**src/logic/dma_config.svh**
```systemverilog
`ifndef DMA_CONFIG_SVH
`define DMA_CONFIG_SVH

// Memory word address width
`define DMA_ADDR_W 16

// Memory data width
`define DMA_DATA_W 32

// Word count per transfer
`define DMA_LEN_W 8

// Prefetch FIFO entries per channel, power of two
`define DMA_FIFO_DEPTH 4

// FIFO pointer width, log2 of the depth
`define DMA_FIFO_AW 2

// Peer read channels sharing the memory bus
`define DMA_NUM_CH 2

// Register port address, top bit picks the channel
`define DMA_REG_ADDR_W 3

`endif

```
**src/logic/dma_pkg.sv**
```systemverilog
package dma_pkg;

	`include "dma_config.svh"

	typedef logic [`DMA_ADDR_W-1:0] addr_t;
	typedef logic [`DMA_DATA_W-1:0] data_t;
	typedef logic [`DMA_LEN_W-1:0] len_t;
	typedef logic [`DMA_REG_ADDR_W-1:0] reg_addr_t;

	// One bit covers both channels
	typedef logic ch_id_t;

	// Host access on the register port
	typedef struct packed {
		logic write;
		reg_addr_t addr;
		data_t wdata;
	} reg_req_t;

	// Per-channel setup from the register block
	typedef struct packed {
		addr_t src;
		len_t len;
		logic start; // Single cycle
	} ch_cfg_t;

	// Single-word read request
	typedef struct packed {
		addr_t addr;
	} mem_req_t;

	// Fetch side of a read channel
	typedef enum logic [1:0] {
		st_idle,
		st_request,
		st_wait_ack,
		st_release
	} ch_state_t;

endpackage

```
**src/logic/dma_regs.sv**
```systemverilog
`timescale 1ns/1ps
`include "dma_config.svh"

module dma_regs (
	input  logic clk,
	input  logic reset,
	input  logic reg_req,
	input  dma_pkg::reg_req_t reg_cmd,
	output logic reg_ack,
	output dma_pkg::data_t reg_rdata,
	input  logic [`DMA_NUM_CH-1:0] ch_busy,
	output dma_pkg::ch_cfg_t ch_cfg [`DMA_NUM_CH]
);

	dma_pkg::addr_t src_q [`DMA_NUM_CH];
	dma_pkg::len_t len_q [`DMA_NUM_CH];
	dma_pkg::ch_id_t sel;
	logic [1:0] reg_sel;
	logic access;
	logic start_wr;

	// Request seen but not yet answered
	assign access = reg_req && !reg_ack;
	assign sel = reg_cmd.addr[`DMA_REG_ADDR_W-1];
	assign reg_sel = reg_cmd.addr[1:0];
	assign start_wr = access && reg_cmd.write && reg_sel == 2'd2 && reg_cmd.wdata[0];

	// Ack follows req by one edge in both directions
	always_ff @(posedge clk) begin
		if (reset) begin
			reg_ack <= 1'b0;
		end else begin
			reg_ack <= reg_req;
		end
	end

	always_ff @(posedge clk) begin
		if (reset) begin
			for (int i = 0; i < `DMA_NUM_CH; i++) begin
				src_q[i] <= '0;
				len_q[i] <= '0;
			end
		end else if (access && reg_cmd.write) begin
			case (reg_sel)
				2'd0: src_q[sel] <= reg_cmd.wdata[`DMA_ADDR_W-1:0];
				2'd1: len_q[sel] <= reg_cmd.wdata[`DMA_LEN_W-1:0];
				default: ; // Control handled by the start pulse
			endcase
		end
	end

	// Read data captured on the access edge, held while ack is high
	always_ff @(posedge clk) begin
		if (access) begin
			case (reg_sel)
				2'd0: reg_rdata <= dma_pkg::data_t'(src_q[sel]);
				2'd1: reg_rdata <= dma_pkg::data_t'(len_q[sel]);
				2'd3: reg_rdata <= dma_pkg::data_t'(ch_busy[sel]); // Status, bit 0 busy
				default: reg_rdata <= '0;
			endcase
		end
	end

	for (genvar c = 0; c < `DMA_NUM_CH; c++) begin : g_cfg
		logic start_c;

		// A busy channel ignores start
		assign start_c = start_wr && sel == dma_pkg::ch_id_t'(c) && !ch_busy[c];
		assign ch_cfg[c] = '{src: src_q[c], len: len_q[c], start: start_c};
	end

endmodule

```
**src/logic/dma_read_channel.sv**
```systemverilog
`timescale 1ns/1ps
`include "dma_config.svh"

module dma_read_channel (
	input  logic clk,
	input  logic reset,
	input  dma_pkg::ch_cfg_t cfg,
	output logic busy,
	output logic mem_req,
	output dma_pkg::mem_req_t mem_addr,
	input  logic mem_ack,
	input  dma_pkg::data_t mem_rdata,
	output logic out_req,
	input  logic out_ack,
	output dma_pkg::data_t out_data
);

	dma_pkg::ch_state_t state;
	dma_pkg::addr_t addr_q; // Next word to fetch
	dma_pkg::len_t count_q; // Words not yet fetched

	dma_pkg::data_t fifo_mem [`DMA_FIFO_DEPTH];
	logic [`DMA_FIFO_AW-1:0] wr_ptr;
	logic [`DMA_FIFO_AW-1:0] rd_ptr;
	logic [`DMA_FIFO_AW:0] fifo_cnt;
	logic fifo_full;
	logic push;
	logic pop;

	assign fifo_full = fifo_cnt == (`DMA_FIFO_AW+1)'(`DMA_FIFO_DEPTH);
	assign push = state == dma_pkg::st_wait_ack && mem_ack; // Returned word
	assign pop = out_req && out_ack; // Consumer took the head
	assign mem_addr = '{addr: addr_q};
	assign out_data = fifo_mem[rd_ptr];

	// Fetch FSM, one word per memory transaction
	always_ff @(posedge clk) begin
		if (reset) begin
			state <= dma_pkg::st_idle;
			mem_req <= 1'b0;
			addr_q <= '0;
			count_q <= '0;
		end else begin
			// Only accepted while not busy, so never during a fetch
			if (cfg.start) begin
				addr_q <= cfg.src;
				count_q <= cfg.len;
			end
			case (state)
				dma_pkg::st_idle: begin
					if (count_q != '0) begin
						state <= dma_pkg::st_request;
					end
				end
				dma_pkg::st_request: begin
					if (count_q == '0) begin
						state <= dma_pkg::st_idle;
					end else if (!fifo_full) begin
						mem_req <= 1'b1;
						state <= dma_pkg::st_wait_ack;
					end
				end
				dma_pkg::st_wait_ack: begin
					if (mem_ack) begin
						mem_req <= 1'b0;
						addr_q <= addr_q + 1'b1;
						count_q <= count_q - 1'b1;
						state <= dma_pkg::st_release;
					end
				end
				dma_pkg::st_release: begin
					// Wait for ack to fall, then go again right away if possible
					if (!mem_ack) begin
						if (count_q != '0 && !fifo_full) begin
							mem_req <= 1'b1;
							state <= dma_pkg::st_wait_ack;
						end else begin
							state <= dma_pkg::st_request;
						end
					end
				end
				default: state <= dma_pkg::st_idle;
			endcase
		end
	end

	always_ff @(posedge clk) begin
		if (push) begin
			fifo_mem[wr_ptr] <= mem_rdata;
		end
	end

	// Pointers wrap on their own, depth is a power of two
	always_ff @(posedge clk) begin
		if (reset) begin
			wr_ptr <= '0;
			rd_ptr <= '0;
			fifo_cnt <= '0;
		end else begin
			if (push) begin
				wr_ptr <= wr_ptr + 1'b1;
			end
			if (pop) begin
				rd_ptr <= rd_ptr + 1'b1;
			end
			case ({push, pop})
				2'b10: fifo_cnt <= fifo_cnt + 1'b1;
				2'b01: fifo_cnt <= fifo_cnt - 1'b1;
				default: ;
			endcase
		end
	end

	// Out port, next word only after the consumer dropped ack
	always_ff @(posedge clk) begin
		if (reset) begin
			out_req <= 1'b0;
		end else if (pop) begin
			out_req <= 1'b0;
		end else if (!out_req && !out_ack && fifo_cnt != '0) begin
			out_req <= 1'b1;
		end
	end

	always_ff @(posedge clk) begin
		if (reset) begin
			busy <= 1'b0;
		end else if (cfg.start) begin
			busy <= cfg.len != '0; // Zero length finishes at once
		end else if (pop && fifo_cnt == 1 && count_q == '0) begin
			busy <= 1'b0; // Last word handed out
		end
	end

	a_no_push_full: assert property (@(posedge clk) disable iff (reset)
		push |-> !fifo_full)
		else $error("read channel pushed into a full FIFO");

	a_addr_stable: assert property (@(posedge clk) disable iff (reset)
		mem_req && !mem_ack |=> $stable(mem_addr))
		else $error("read channel changed mem_addr before mem_ack");

endmodule

```
**src/logic/mem_arbiter.sv**
```systemverilog
`timescale 1ns/1ps
`include "dma_config.svh"

module mem_arbiter (
	input  logic clk,
	input  logic reset,
	input  logic [`DMA_NUM_CH-1:0] ch_req,
	input  dma_pkg::mem_req_t ch_addr [`DMA_NUM_CH],
	output logic [`DMA_NUM_CH-1:0] ch_ack,
	output dma_pkg::data_t ch_rdata [`DMA_NUM_CH],
	output logic mem_req,
	output dma_pkg::mem_req_t mem_addr,
	input  logic mem_ack,
	input  dma_pkg::data_t mem_rdata
);

	dma_pkg::ch_id_t gnt; // Current owner, or last winner once released
	dma_pkg::ch_id_t pick;
	logic gnt_valid;

	// The other channel wins a tie
	always_comb begin
		pick = ~gnt;
		if (!ch_req[~gnt]) begin
			pick = gnt;
		end
	end

	always_ff @(posedge clk) begin
		if (reset) begin
			gnt_valid <= 1'b0;
			gnt <= '0;
		end else if (!gnt_valid) begin
			if (|ch_req) begin
				gnt_valid <= 1'b1;
				gnt <= pick;
			end
		end else if (!ch_req[gnt] && !mem_ack) begin
			gnt_valid <= 1'b0; // Four-phase cycle complete
		end
	end

	assign mem_req = gnt_valid && ch_req[gnt];
	assign mem_addr = ch_addr[gnt];

	for (genvar c = 0; c < `DMA_NUM_CH; c++) begin : g_route
		logic owner;

		assign owner = gnt_valid && gnt == dma_pkg::ch_id_t'(c);
		assign ch_ack[c] = owner && mem_ack;
		assign ch_rdata[c] = owner ? mem_rdata : '0;
	end

	// A fresh ack lands only on a channel that is still asking
	a_ack_to_req: assert property (@(posedge clk) disable iff (reset)
		(ch_ack & ~$past(ch_ack) & ~ch_req) == '0)
		else $error("memory ack routed to a channel that was not requesting");

endmodule

```
**src/logic/dma_top.sv**
```systemverilog
`timescale 1ns/1ps
`include "dma_config.svh"

module dma_top (
	input  logic clk,
	input  logic reset,
	// Host register port
	input  logic reg_req,
	input  dma_pkg::reg_req_t reg_cmd,
	output logic reg_ack,
	output dma_pkg::data_t reg_rdata,
	// Shared memory bus
	output logic mem_req,
	output dma_pkg::mem_req_t mem_addr,
	input  logic mem_ack,
	input  dma_pkg::data_t mem_rdata,
	// One consumer port per channel
	output logic [`DMA_NUM_CH-1:0] out_req,
	input  logic [`DMA_NUM_CH-1:0] out_ack,
	output dma_pkg::data_t out_data [`DMA_NUM_CH]
);

	dma_pkg::ch_cfg_t ch_cfg [`DMA_NUM_CH];
	logic [`DMA_NUM_CH-1:0] ch_busy;
	logic [`DMA_NUM_CH-1:0] ch_mem_req;
	logic [`DMA_NUM_CH-1:0] ch_mem_ack;
	dma_pkg::mem_req_t ch_mem_addr [`DMA_NUM_CH];
	dma_pkg::data_t ch_mem_rdata [`DMA_NUM_CH];

	dma_regs u_regs (
		.clk(clk),
		.reset(reset),
		.reg_req(reg_req),
		.reg_cmd(reg_cmd),
		.reg_ack(reg_ack),
		.reg_rdata(reg_rdata),
		.ch_busy(ch_busy),
		.ch_cfg(ch_cfg)
	);

	for (genvar c = 0; c < `DMA_NUM_CH; c++) begin : g_ch
		dma_read_channel u_chan (
			.clk(clk),
			.reset(reset),
			.cfg(ch_cfg[c]),
			.busy(ch_busy[c]),
			.mem_req(ch_mem_req[c]),
			.mem_addr(ch_mem_addr[c]),
			.mem_ack(ch_mem_ack[c]),
			.mem_rdata(ch_mem_rdata[c]),
			.out_req(out_req[c]),
			.out_ack(out_ack[c]),
			.out_data(out_data[c])
		);
	end

	mem_arbiter u_arb (
		.clk(clk),
		.reset(reset),
		.ch_req(ch_mem_req),
		.ch_addr(ch_mem_addr),
		.ch_ack(ch_mem_ack),
		.ch_rdata(ch_mem_rdata),
		.mem_req(mem_req),
		.mem_addr(mem_addr),
		.mem_ack(mem_ack),
		.mem_rdata(mem_rdata)
	);

endmodule

```
**config.mk**
```make
export PLATFORM = sky130hd
export DESIGN_NAME = dma_top
export DESIGN_NICKNAME = d
export VERILOG_FILES = /design/src/logic/dma_pkg.sv /design/src/logic/dma_regs.sv /design/src/logic/dma_read_channel.sv /design/src/logic/mem_arbiter.sv /design/src/logic/dma_top.sv
export VERILOG_INCLUDE_DIRS = /design/src /design/src/logic
export SDC_FILE = /design/constraint.sdc
export NUM_CORES = 1
export LEC_CHECK = 0
export ABC_AREA = 0
export BUFFER_PORTS_ARGS = -buffer_cell sky130_fd_sc_hd__buf_2
export CAP_MARGIN = 20
export CORE_UTILIZATION = 50
export DETAILED_ROUTE_END_ITERATION = 7
export PLACE_DENSITY = 0.67
export SYNTH_ARGS = -nofsm -noshare
export SYNTH_HDL_FRONTEND = slang
export SYNTH_HIERARCHICAL = 1
export SYNTH_SLANG_ARGS = --single-unit
```
**constraint.sdc**
```tcl
create_clock -name clk -period 6.2 [get_ports clk]
set_input_delay 0.31 -clock clk [delete_from_list [all_inputs] [get_ports clk]]
set_output_delay 0.31 -clock clk [all_outputs]
set_load 0.05 [all_outputs]
```
; Word-level counts from Yosys, hierarchy flattened
; Memory sizes are Yosys's and may differ from the RTL's. A register that Yosys moved wholly into a read port is not among the register bits.
; Cells that the tools add are included.
[classes]
addsub = 12
magnitude_cmp = 4
n_eq_ne = 31
n_mux = 83
bitwise_logic = 4
n_reduce_logical = 66
[op_table]
columns = operator, n
row1 = 2-to-1 mux 16 bit, 10
row2 = 2-to-1 mux 32 bit, 2
row3 = 2-to-1 mux 8 bit, 7
row4 = one-hot mux 16 bit (3 select lines), 1
row5 = 2-to-1 mux 1 bit, 41
row6 = "adder 16 x 1 -> 16 bit, second input constant", 2
row7 = 2-to-1 mux 2 bit, 16
row8 = nonzero test 8 bit, 4
row9 = logical AND 1 bit, 28
row10 = "equality test 2 bit, second input constant", 8
row11 = logical NOT 8 bit, 2
row12 = one-hot mux 2 bit (4 select lines), 2
row13 = OR reduction 16 bit, 1
row14 = "subtractor 8 x 1 -> 8 bit, second input constant", 2
row15 = "!= test 2 x 1 -> 1 bit, second input constant", 6
row16 = "!= test 2 bit, second input constant", 6
row17 = one-hot mux 3 bit (2 select lines), 2
row18 = AND reduction 6 bit, 2
row19 = nonzero test 3 bit, 4
row20 = logical NOT 1 bit, 11
row21 = "equality test 2 x 1 -> 1 bit, second input constant", 5
row22 = "adder 2 x 1 -> 2 bit, second input constant", 4
row23 = AND reduction 4 bit, 2
row24 = nonzero test 2 bit, 4
row25 = other kinds (14), 28
[totals]
reg_bits = 107
ram_bits = 304
input_bits = 74
elab_cells = 226
n_memories = 4
[mem_list]
columns = name, words, width, read_ports, rd_clocked_by_memory_dff, write_ports, line
row1 = g_ch[0].u_chan.fifo_mem, 4, 32, 1, 1, 1, dma_read_channel.sv:22  ; dma_pkg::data_t fifo_mem [`DMA_FIFO_DEPTH];
row2 = g_ch[1].u_chan.fifo_mem, 4, 32, 1, 1, 1, dma_read_channel.sv:22
row3 = u_regs.src_q, 2, 16, 3, 0, 2, dma_regs.sv:15  ; dma_pkg::addr_t src_q [`DMA_NUM_CH];
row4 = u_regs.len_q, 2, 8, 3, 0, 2, dma_regs.sv:16  ; dma_pkg::len_t len_q [`DMA_NUM_CH];

; Longest topological paths before layout
; Gate-level depths: netlist (run 1).
[logic_depth]
depth_word = 10
mapped_depth = 11

; By module
; The synthesis (run 1) kept the hierarchy.
[modules_own_cells]
columns = mod, instances, cells_each, area_per_inst_um2
row1 = dma_read_channel (g_ch[1].u_chan), 1, 442, 6909.1
row2 = dma_read_channel (g_ch[0].u_chan), 1, 435, 6861.6
row3 = dma_regs, 1, 196, 2996.6
row4 = mem_arbiter, 1, 107, 798.3

; Worst setup path after synthesis (run 1)
; OpenSTA, ideal clock, no wires.
[synth_timing]
kind = register -> register
start = register u_regs.reg_ack
end = register g_ch[0].u_chan.addr_q[12]
setup_ps = 70
t_arrival_ps = 2680
required_time_ps = 6130
path_slack_ps = 3450
stages_incl_launch_ff = 10
path_buffers = 2
period_less_slack_ps = 2750
path_cell_list = dfxtp_1 -> nor2b_1 -> nand4_1 -> nor3_1 -> buf_4 -> inv_1 -> nor2_1 -> clkbuf_1 -> a22oi_1 -> a21oi_1
[synth_between]
elab_chain_cells = 10
[synth_rtl]
columns = item, line
row1 = "start, declared", dma_regs.sv:9  ; output logic reg_ack,
row2 = "start signal, assigned", dma_regs.sv:33  ; reg_ack <= reg_req;
row3 = logical NOT 1 bit *, dma_regs.sv:23  ; assign access = reg_req && !reg_ack;
row4 = logical AND 1 bit *, dma_regs.sv:23
row5 = logical AND 1 bit * (3 in a row), dma_regs.sv:26  ; assign start_wr = access && reg_cmd.write && reg_sel == 2'd2 && reg_cmd.wdata[0];
row6 = logical AND 1 bit * (2 in a row), dma_regs.sv:68  ; assign start_c = start_wr && sel == dma_pkg::ch_id_t'(c) && !ch_busy[c];
row7 = via u_regs.g_cfg[0].start_c, dma_regs.sv:65  ; logic start_c;
row8 = 2-to-1 mux 16 bit *, dma_read_channel.sv:45  ; if (cfg.start) begin
row9 = 2-to-1 mux 16 bit, dma_read_channel.sv:64  ; if (mem_ack) begin
row10 = 2-to-1 mux 16 bit *, dma_read_channel.sv:49  ; case (state)
row11 = "end signal, assigned", dma_read_channel.sv:46  ; addr_q <= cfg.src;
row12 = "end signal, assigned", dma_read_channel.sv:66  ; addr_q <= addr_q + 1'b1;
row13 = "end, declared", dma_read_channel.sv:19  ; dma_pkg::addr_t addr_q;
; Mark *: on every way through the listed nets, which the timed path passes. The rest lies on a longest branch.
; A chain may end at the register's enable or synchronous reset.

; Worst setup path in the final report (run 1)
[layout_timing]
start = register u_arb.gnt
end = register g_ch[0].u_chan.fifo_cnt[2]
[layout_between]
elab_chain_cells = 6
elab_cells_between_ends = 8
cone_classes = 2 x eq/ne / 1 x mux / 1 x bitwise / 4 x reduce/logical
[layout_rtl]
columns = item, line
row1 = "start, declared", mem_arbiter.sv:17  ; dma_pkg::ch_id_t gnt;
row2 = "start signal, assigned", mem_arbiter.sv:36  ; gnt <= pick;
row3 = inverter 1 bit *, mem_arbiter.sv:49  ; assign owner = gnt_valid && gnt == dma_pkg::ch_id_t'(c);
row4 = logical AND 1 bit *, mem_arbiter.sv:49
row5 = logical AND 1 bit *, mem_arbiter.sv:50  ; assign ch_ack[c] = owner && mem_ack;
row6 = via ch_mem_ack[0], dma_top.sv:26  ; logic [`DMA_NUM_CH-1:0] ch_mem_ack;
row7 = logical AND 1 bit *, dma_read_channel.sv:31  ; assign push = state == dma_pkg::st_wait_ack && mem_ack;
row8 = equality test 2 x 1 -> 1 bit / equality test 2 bit (equally long branches), dma_read_channel.sv:106  ; case ({push, pop})
row9 = one-hot mux 3 bit (2 select lines) / nonzero test 2 bit (equally long branches), n/a
row10 = "end signal, assigned", dma_read_channel.sv:107  ; 2'b10: fifo_cnt <= fifo_cnt + 1'b1;
row11 = "end signal, assigned", dma_read_channel.sv:108  ; 2'b01: fifo_cnt <= fifo_cnt - 1'b1;
row12 = "end, declared", dma_read_channel.sv:25  ; logic [`DMA_FIFO_AW:0] fifo_cnt;
; Marked as above.

==> impl_metrics.py, run 1 <==
metrics = {
    "run_status": {
        "outcome": "finished, final reports clean",
    },
    "clock_tree": {
        "htree_levels": 2,
        "cts_sinks": 399,
        "clk_latency_ns": 0.54,
        "cts_tree": "done",
        "cts_root_buffer": "clkbuf_16",
        "cts_buffer_depth": 3,
        "cts_made_buffers": 41,
        "path_clk_slew_ns": 0.06,
    },
    "sta": {
        "fin_crit_ns": 3.94,
        "fin_tns_setup_ns": 0,
        "rsz0062_at_grt": "false",
        "worst_pin_slew_ns": 1.05,
        "slew_violations": 0,
        "hold_ws_ns": 0.0466,
        "max_freq_mhz": 254,
        "slew_headroom_pct": 30.0,
        "fin_crit_sh_pct": 63.5,
        "finalClockSkew_ns": 0.0177,
        "finalHoldViolations": 0,
        "setup_viol": 0,
    },
    "synth": {
        "ys_top_cells_by_count": "320 x edfxtp_1, 83 x and3_1, 79 x dfxtp_1",
        "syn_area_sq_um": 17600,
        "synth_area_leaders": "edfxtp_1 55%, dfxtp_1 9.0%, mux4_2 8.8%, and3_1 3.0%, ha_1 2.4%",
        "yosysTopAreaCell": "edfxtp_1",
        "synth-edff-count": 320,
        "synth_top_area_share_pct": 54.7,
        "synthMostInstantiatedCell": "edfxtp_1",
        "synth.avg_cell_area_sq_um": 14.9,
        "synth-async-reset-ratio_pct": 0,
        "synth.distinct_cells": 86,
        "ys_ff_latch": 399,
        "ys_seq_area_share_pct": 63.7,
        "yosys_warnings": 6,
        "synthFlopType": "edfxtp_1",
        "synthCells": 1180,
    },
    "global_route": {
        "grt_first_pass_wirelength_mm": 60.7,
        "grt_max_degree": 58,
        "grt_pass1_vias": 10300,
        "grtUsageMet2_pct": 37.0,
        "overflow": 0,
        "grtUsageMet1_pct": 30.5,
        "antenna_found_initial": 0,
        "top_usage_layer": "met2",
        "grtUsageMet3_pct": 3.32,
        "grtUsageTotal_pct": 22.4,
    },
    "routing": {
        "routed_via_density": 5.84,
        "ant_nets": 0,
        "dr.pass1.iters": 6,
        "routed-via-count": 10700,
        "drc": 0,
        "first_iter_violations": 914,
        "wl_per_cell_microns": 22.0,
        "wirelength_mm": 40.1,
    },
    "pwr": {
        "p_clk_share_pct": 41.5,
        "power.static_leakage_nw": 7.33,
        "p_seq_share_pct": 52.3,
        "p_switching_mw": 1.29,
        "p_comb_share_pct": 6.2,
        "intPower_mw": 4.44,
        "p_per_area_nw_per_um2": 287,
        "vdd_drop_max_mv": 0.215,
        "p_sw_share_pct": 22.6,
    },
    "floorplan": {
        "ioPinCount": 190,
        "die_h_microns": 189,
        "initial_core_util_pct": 50.9,
        "dieArea_sq_um": 35900,
        "coreArea_sq_um": 34500,
        "die_w_microns": 189,
        "rows": 68,
    },
    "layout": {
        "num-nets-final": 1442,
        "stdcell_count": 1823,
        "area_delta_synth_final_pct": 13.8,
        "final_layout_size_suffix_gt1_share_pct": 26.7,
        "utilization_pct": 57.9,
    },
    "worst_setup_path": {
        "critPathArrivalTime_ns": 4.39,
        "startpoint_type": "flop",
        "worstSetupEndpointType": "flop",
        "cp_max_fo": 53,
        "critPathKind": "reg -> reg",
        "crit_required_ns": 6.66,
    },
    "place": {
        "place.gp.congestion": 0.887,
        "dp_hpwl_mm": 26.5,
        "dp.cells": 1742,
        "io_buffers": 157,
    },
    "min_path": {
        "hold_path_class": "in -> reg",
    },
    "job": {
        "maxCapViolCount": 0,
    },
}
==> final cells by class <==
type	instances	area, sq um
clock inverter	20	176
inverter	29	111
fill	2747	14500
sequential	399	11200
timing repair buffer	178	956
antenna	1	2.50
tap	455	569
multi-input combinational	685	5850
clock buffer	56	1130
==> critical path: stages (launching register included) <==
cell     delay [ns]
dfxtp_2        0.63
nor2b_4        0.71
and2_1         0.38
and2_1         0.74
inv_2          0.42
ha_1           0.48
or3_1          0.36
a21oi_1        0.13
==> power groups by stage <==
| stage | clock network, mW | logic [mW] | registers, mW |
|---|---|---|---|
| after global routing | 2.52 | 0.388 | 3.00 |
| after floorplan | 0 | 0.265 | 3.04 |
| after global placement | 0 | 0.345 | 3.05 |
| after CTS | 2.42 | 0.355 | 3.00 |
| after detailed placement | 0 | 0.352 | 3.05 |
| final | 2.38 | 0.355 | 3.00 |
==> cell usage in the layout, fill, tap and decap left out, drive strengths merged, types with 16 or more instances in the layout <==
cell,instances
nor2,61
mux2i,16
and2,55
a21oi,44
ha,34
clkbuf,56
conb,16
buf,176
nand2,29
o21ai,28
and3,83
nor3,23
inv,31
mux2,22
nor2b,19
nor4,18
mux4,71
a211oi,24
edfxtp,320
dfxtp,79
==> metal layers <==
layer,vias up,share of wire (%)
met2,433,48
met1,5247,41
met3,85,7.3
li1,4887,-
met4,0,3.2
met5,-,0
==> stage by stage <==
step	area (sq um)	power, mW	setup slack, ns
6_report	20000	5.73	2.26
5_1_grt	20000	5.91	1.86
4_1_cts	20000	5.77	2.29
3_5_place_dp	18600	3.41	2.31
3_3_place_gp	18600	3.40	2.30
2_1_floorplan	17600	3.31	3.45
==> registers in the layout (all words and copies together) (netlist names), 4 cells and up, named ones only <==
name / count
g_ch.u_chan/mem_addr: 32
u_regs/reg_rdata: 16
g_ch.u_chan/count_q: 16
u_regs/len_q: 16
g_ch.u_chan/fifo_cnt: 6
g_ch.u_chan/rd_ptr: 4
g_ch.u_chan/wr_ptr: 4
u_regs/src_q: 32
g_ch.u_chan/state: 4
g_ch.u_chan/fifo_mem: 256
==> kinds of logic after synthesis <==
family | count (synthesis) | share of synthesized area [%]
flops | 399 | 63.7
simple gates | 345 | 11.9
compound gates | 167 | 6.50
buf+inv | 111 | 3.31
mux | 109 | 11.5
fa+ha+maj | 34 | 2.42
xor+xnor | 14 | 0.698
other cells | 1 | 0.0213
==> final timing paths <==
path                             from                    endpoint  slack (ns)  depth (start not counted)
max                         u_arb/gnt  g_ch[0].u_chan/fifo_cnt[2]        2.26                          7
min                           reg_req              u_regs/reg_ack        0.05                          2
max reg2reg                 u_arb/gnt  g_ch[0].u_chan/fifo_cnt[2]        2.26                          7
min reg2reg  g_ch[0].u_chan/wr_ptr[1]    g_ch[0].u_chan/wr_ptr[1]        0.50                          2
==> what timing repair did <==
item                                   4_1_cts  5_1_grt
gates resized for setup                      0        0
setup buffers                                0        0
endpoints found under the hold margin        2        0
hold buffers                                 2        0
No activity file was read; power rests on OpenSTA's default activity.
==> run 2: changes to the inputs <==
==> constraint.sdc (replaced) <==
create_clock -name clk -period 4.1 [get_ports clk]
set_input_delay 0.205 -clock clk [delete_from_list [all_inputs] [get_ports clk]]
set_output_delay 0.205 -clock clk [all_outputs]
set_load 0.05 [all_outputs]
==> impl_metrics.py, run 2 (synthesis gave the netlist of run 1 again) <==
metrics = {
    "global_route": {
        "grt_max_degree": 75,
        "overflow": 0,
        "grt_pass1_vias": 10300,
        "grt_first_pass_wirelength_mm": 61.3,
        "antenna_found_initial": 2,
        "grtUsageTotal_pct": 22.6,
    },
    "worst_setup_path": {
        "slowest_stage": "nor2b_4",
        "critPathArrivalTime_ns": 3.49,
        "crit_buf_inv": 2,
        "worstSetupEndpointType": "flop",
        "path_common_cell": "and2_1",
        "crit_required_ns": 4.56,
        "startpoint_type": "flop",
        "cp_max_fo": 33,
        "crit_chain": "nor2b_4 -> and2_1 -> and2_1 -> buf_4 -> inv_2 -> ha_1 -> or3_1 -> a21oi_1",
        "worstSetupPathDepth": 8,
        "r2r.worst_path.cells": 8,
        "max_stage_delay_ns": 0.62,
        "critPathKind": "reg -> reg",
        "path_delay_family": "simple AND/OR/NAND/NOR gates",
    },
    "routing": {
        "first_iter_violations": 882,
        "drc": 0,
        "top_layer": "met5",
        "wl_met3_mm": 3.00,
        "wl_met2_mm": 20.2,
        "wirelength_mm": 40.7,
        "dr.pass1.iters": 6,
        "drt-met1-wl_mm": 16.3,
        "wl_per_cell_microns": 22.2,
        "routed-via-count": 10800,
        "routed_via_density": 5.89,
        "ant_nets": 0,
    },
    "sta": {
        "slew_headroom_pct": 43.1,
        "rsz0062_at_grt": "false",
        "fin_ws_ns": 1.07,
        "slew_violations": 0,
        "hold_ws_ns": 0.00976,
        "finalHoldViolations": 0,
        "max_freq_mhz": 330,
        "finalClockSkew_ns": 0.0117,
        "setup_viol": 0,
        "worst_pin_slew_ns": 0.854,
        "fin_tns_setup_ns": 0,
        "fin_crit_ns": 3.03,
        "fin_crit_sh_pct": 73.9,
    },
    "place": {
        "dp_hpwl_mm": 27.3,
        "dpl_cell_area_sq_um": 18700,
        "place.gp.congestion": 0.905,
        "dp.cells": 1747,
        "io_buffers": 157,
        "place_ws_ns": 1.12,
    },
    "job": {
        "maxCapViolCount": 0,
    },
    "pwr": {
        "p_per_area_nw_per_um2": 422,
        "power.static_leakage_nw": 7.35,
        "totalPowerFinal_mw": 8.45,
        "vdd_drop_max_mv": 0.316,
    },
    "clock_tree": {
        "cts_made_buffers": 41,
        "post_cts_resized": 0,
        "cts_tree": "done",
        "cts_sinks": 399,
        "path_clk_slew_ns": 0.06,
        "cts_buffer_depth": 3,
        "clk_latency_ns": 0.53,
        "htree_levels": 2,
        "cts_root_buffer": "clkbuf_16",
    },
    "layout": {
        "finalInstanceArea_sq_um": 20000,
        "utilization_pct": 57.9,
        "stdcell_count": 1834,
        "final_common_cell": "edfxtp_1",
        "num-nets-final": 1455,
        "final_cell_mix": "320 x edfxtp_1, 157 x buf_2, 83 x and3_1",
        "final_layout_size_suffix_gt1_share_pct": 26.9,
        "multi_input_area_sq_um": 5850,
        "largest_reg_flops": 256,
        "largest_register": "g_ch.u_chan/fifo_mem",
        "area_delta_synth_final_pct": 13.9,
        "regArea_sq_um": 11200,
        "fillers": 2806,
    },
    "min_path": {
        "min_path_cells": 2,
        "hold_path_class": "in -> reg",
    },
    "floorplan": {
        "coreArea_sq_um": 34500,
        "rows": 68,
        "ioPinCount": 190,
        "initial_core_util_pct": 50.9,
        "dieArea_sq_um": 35900,
        "die_h_microns": 189,
        "die_w_microns": 189,
    },
    "run_status": {
        "outcome": "finished, final reports clean",
    },
}
## run 2: cell types whose count changed in the layout (fill, tap and decap cells not counted), sizes merged
| cell | change |
|---|---|
| dlygate4sd3 | +10 |
| clkbuf | -4 |
| buf | +3 |
| clkinv | +3 |
| bufinv | -2 |
| diode | +2 |
| clkinvlp | -1 |
## run 2: where the power goes
| part | switching [mW] | internal, mW | total, mW |
|---|---|---|---|
| Clock | 1.48 | 1.89 | 3.38 |
| Combinational | 0.391 | 0.184 | 0.575 |
| Sequential | 0.0427 | 4.46 | 4.50 |
| Total | 1.91 | 6.54 | 8.45 |
## run 2: metal layers
metal  vias up  track usage [%]
li1       4924                -
met1      5369             29.4
met2       435             38.4
met3        73             3.86
met4         2             7.94
met5         -                0
## run 2: cell type report
type	instances	share of cell area, %
Multi-Input combinational cell	685	29.2
Timing Repair Buffer	191	5.35
Sequential cell	399	55.9
Antenna cell	3	0.0375
Clock buffer	52	5.48
Tap cell	455	2.84
Clock inverter	20	0.544
Inverter	29	0.556
## run 2: path summary, 6_finish.rpt
kind / startpoint / endpoint / slack (ns)
max: u_arb/gnt_valid / g_ch[0].u_chan/fifo_cnt[2] / 1.07
min: reg_cmd[1] / u_regs/len_q[1][1] / 0.01
min reg2reg: g_ch[1].u_chan/wr_ptr[1] / g_ch[1].u_chan/wr_ptr[1] / 0.50
max reg2reg: u_arb/gnt_valid / g_ch[0].u_chan/fifo_cnt[2] / 1.07
## run 2: repair_timing
| action | 4_1_cts | 5_1_grt |
|---|---|---|
| hold buffers | 12 | 0 |
| endpoints found under the hold margin | 17 | 0 |
| buffers inserted | 0 | 0 |
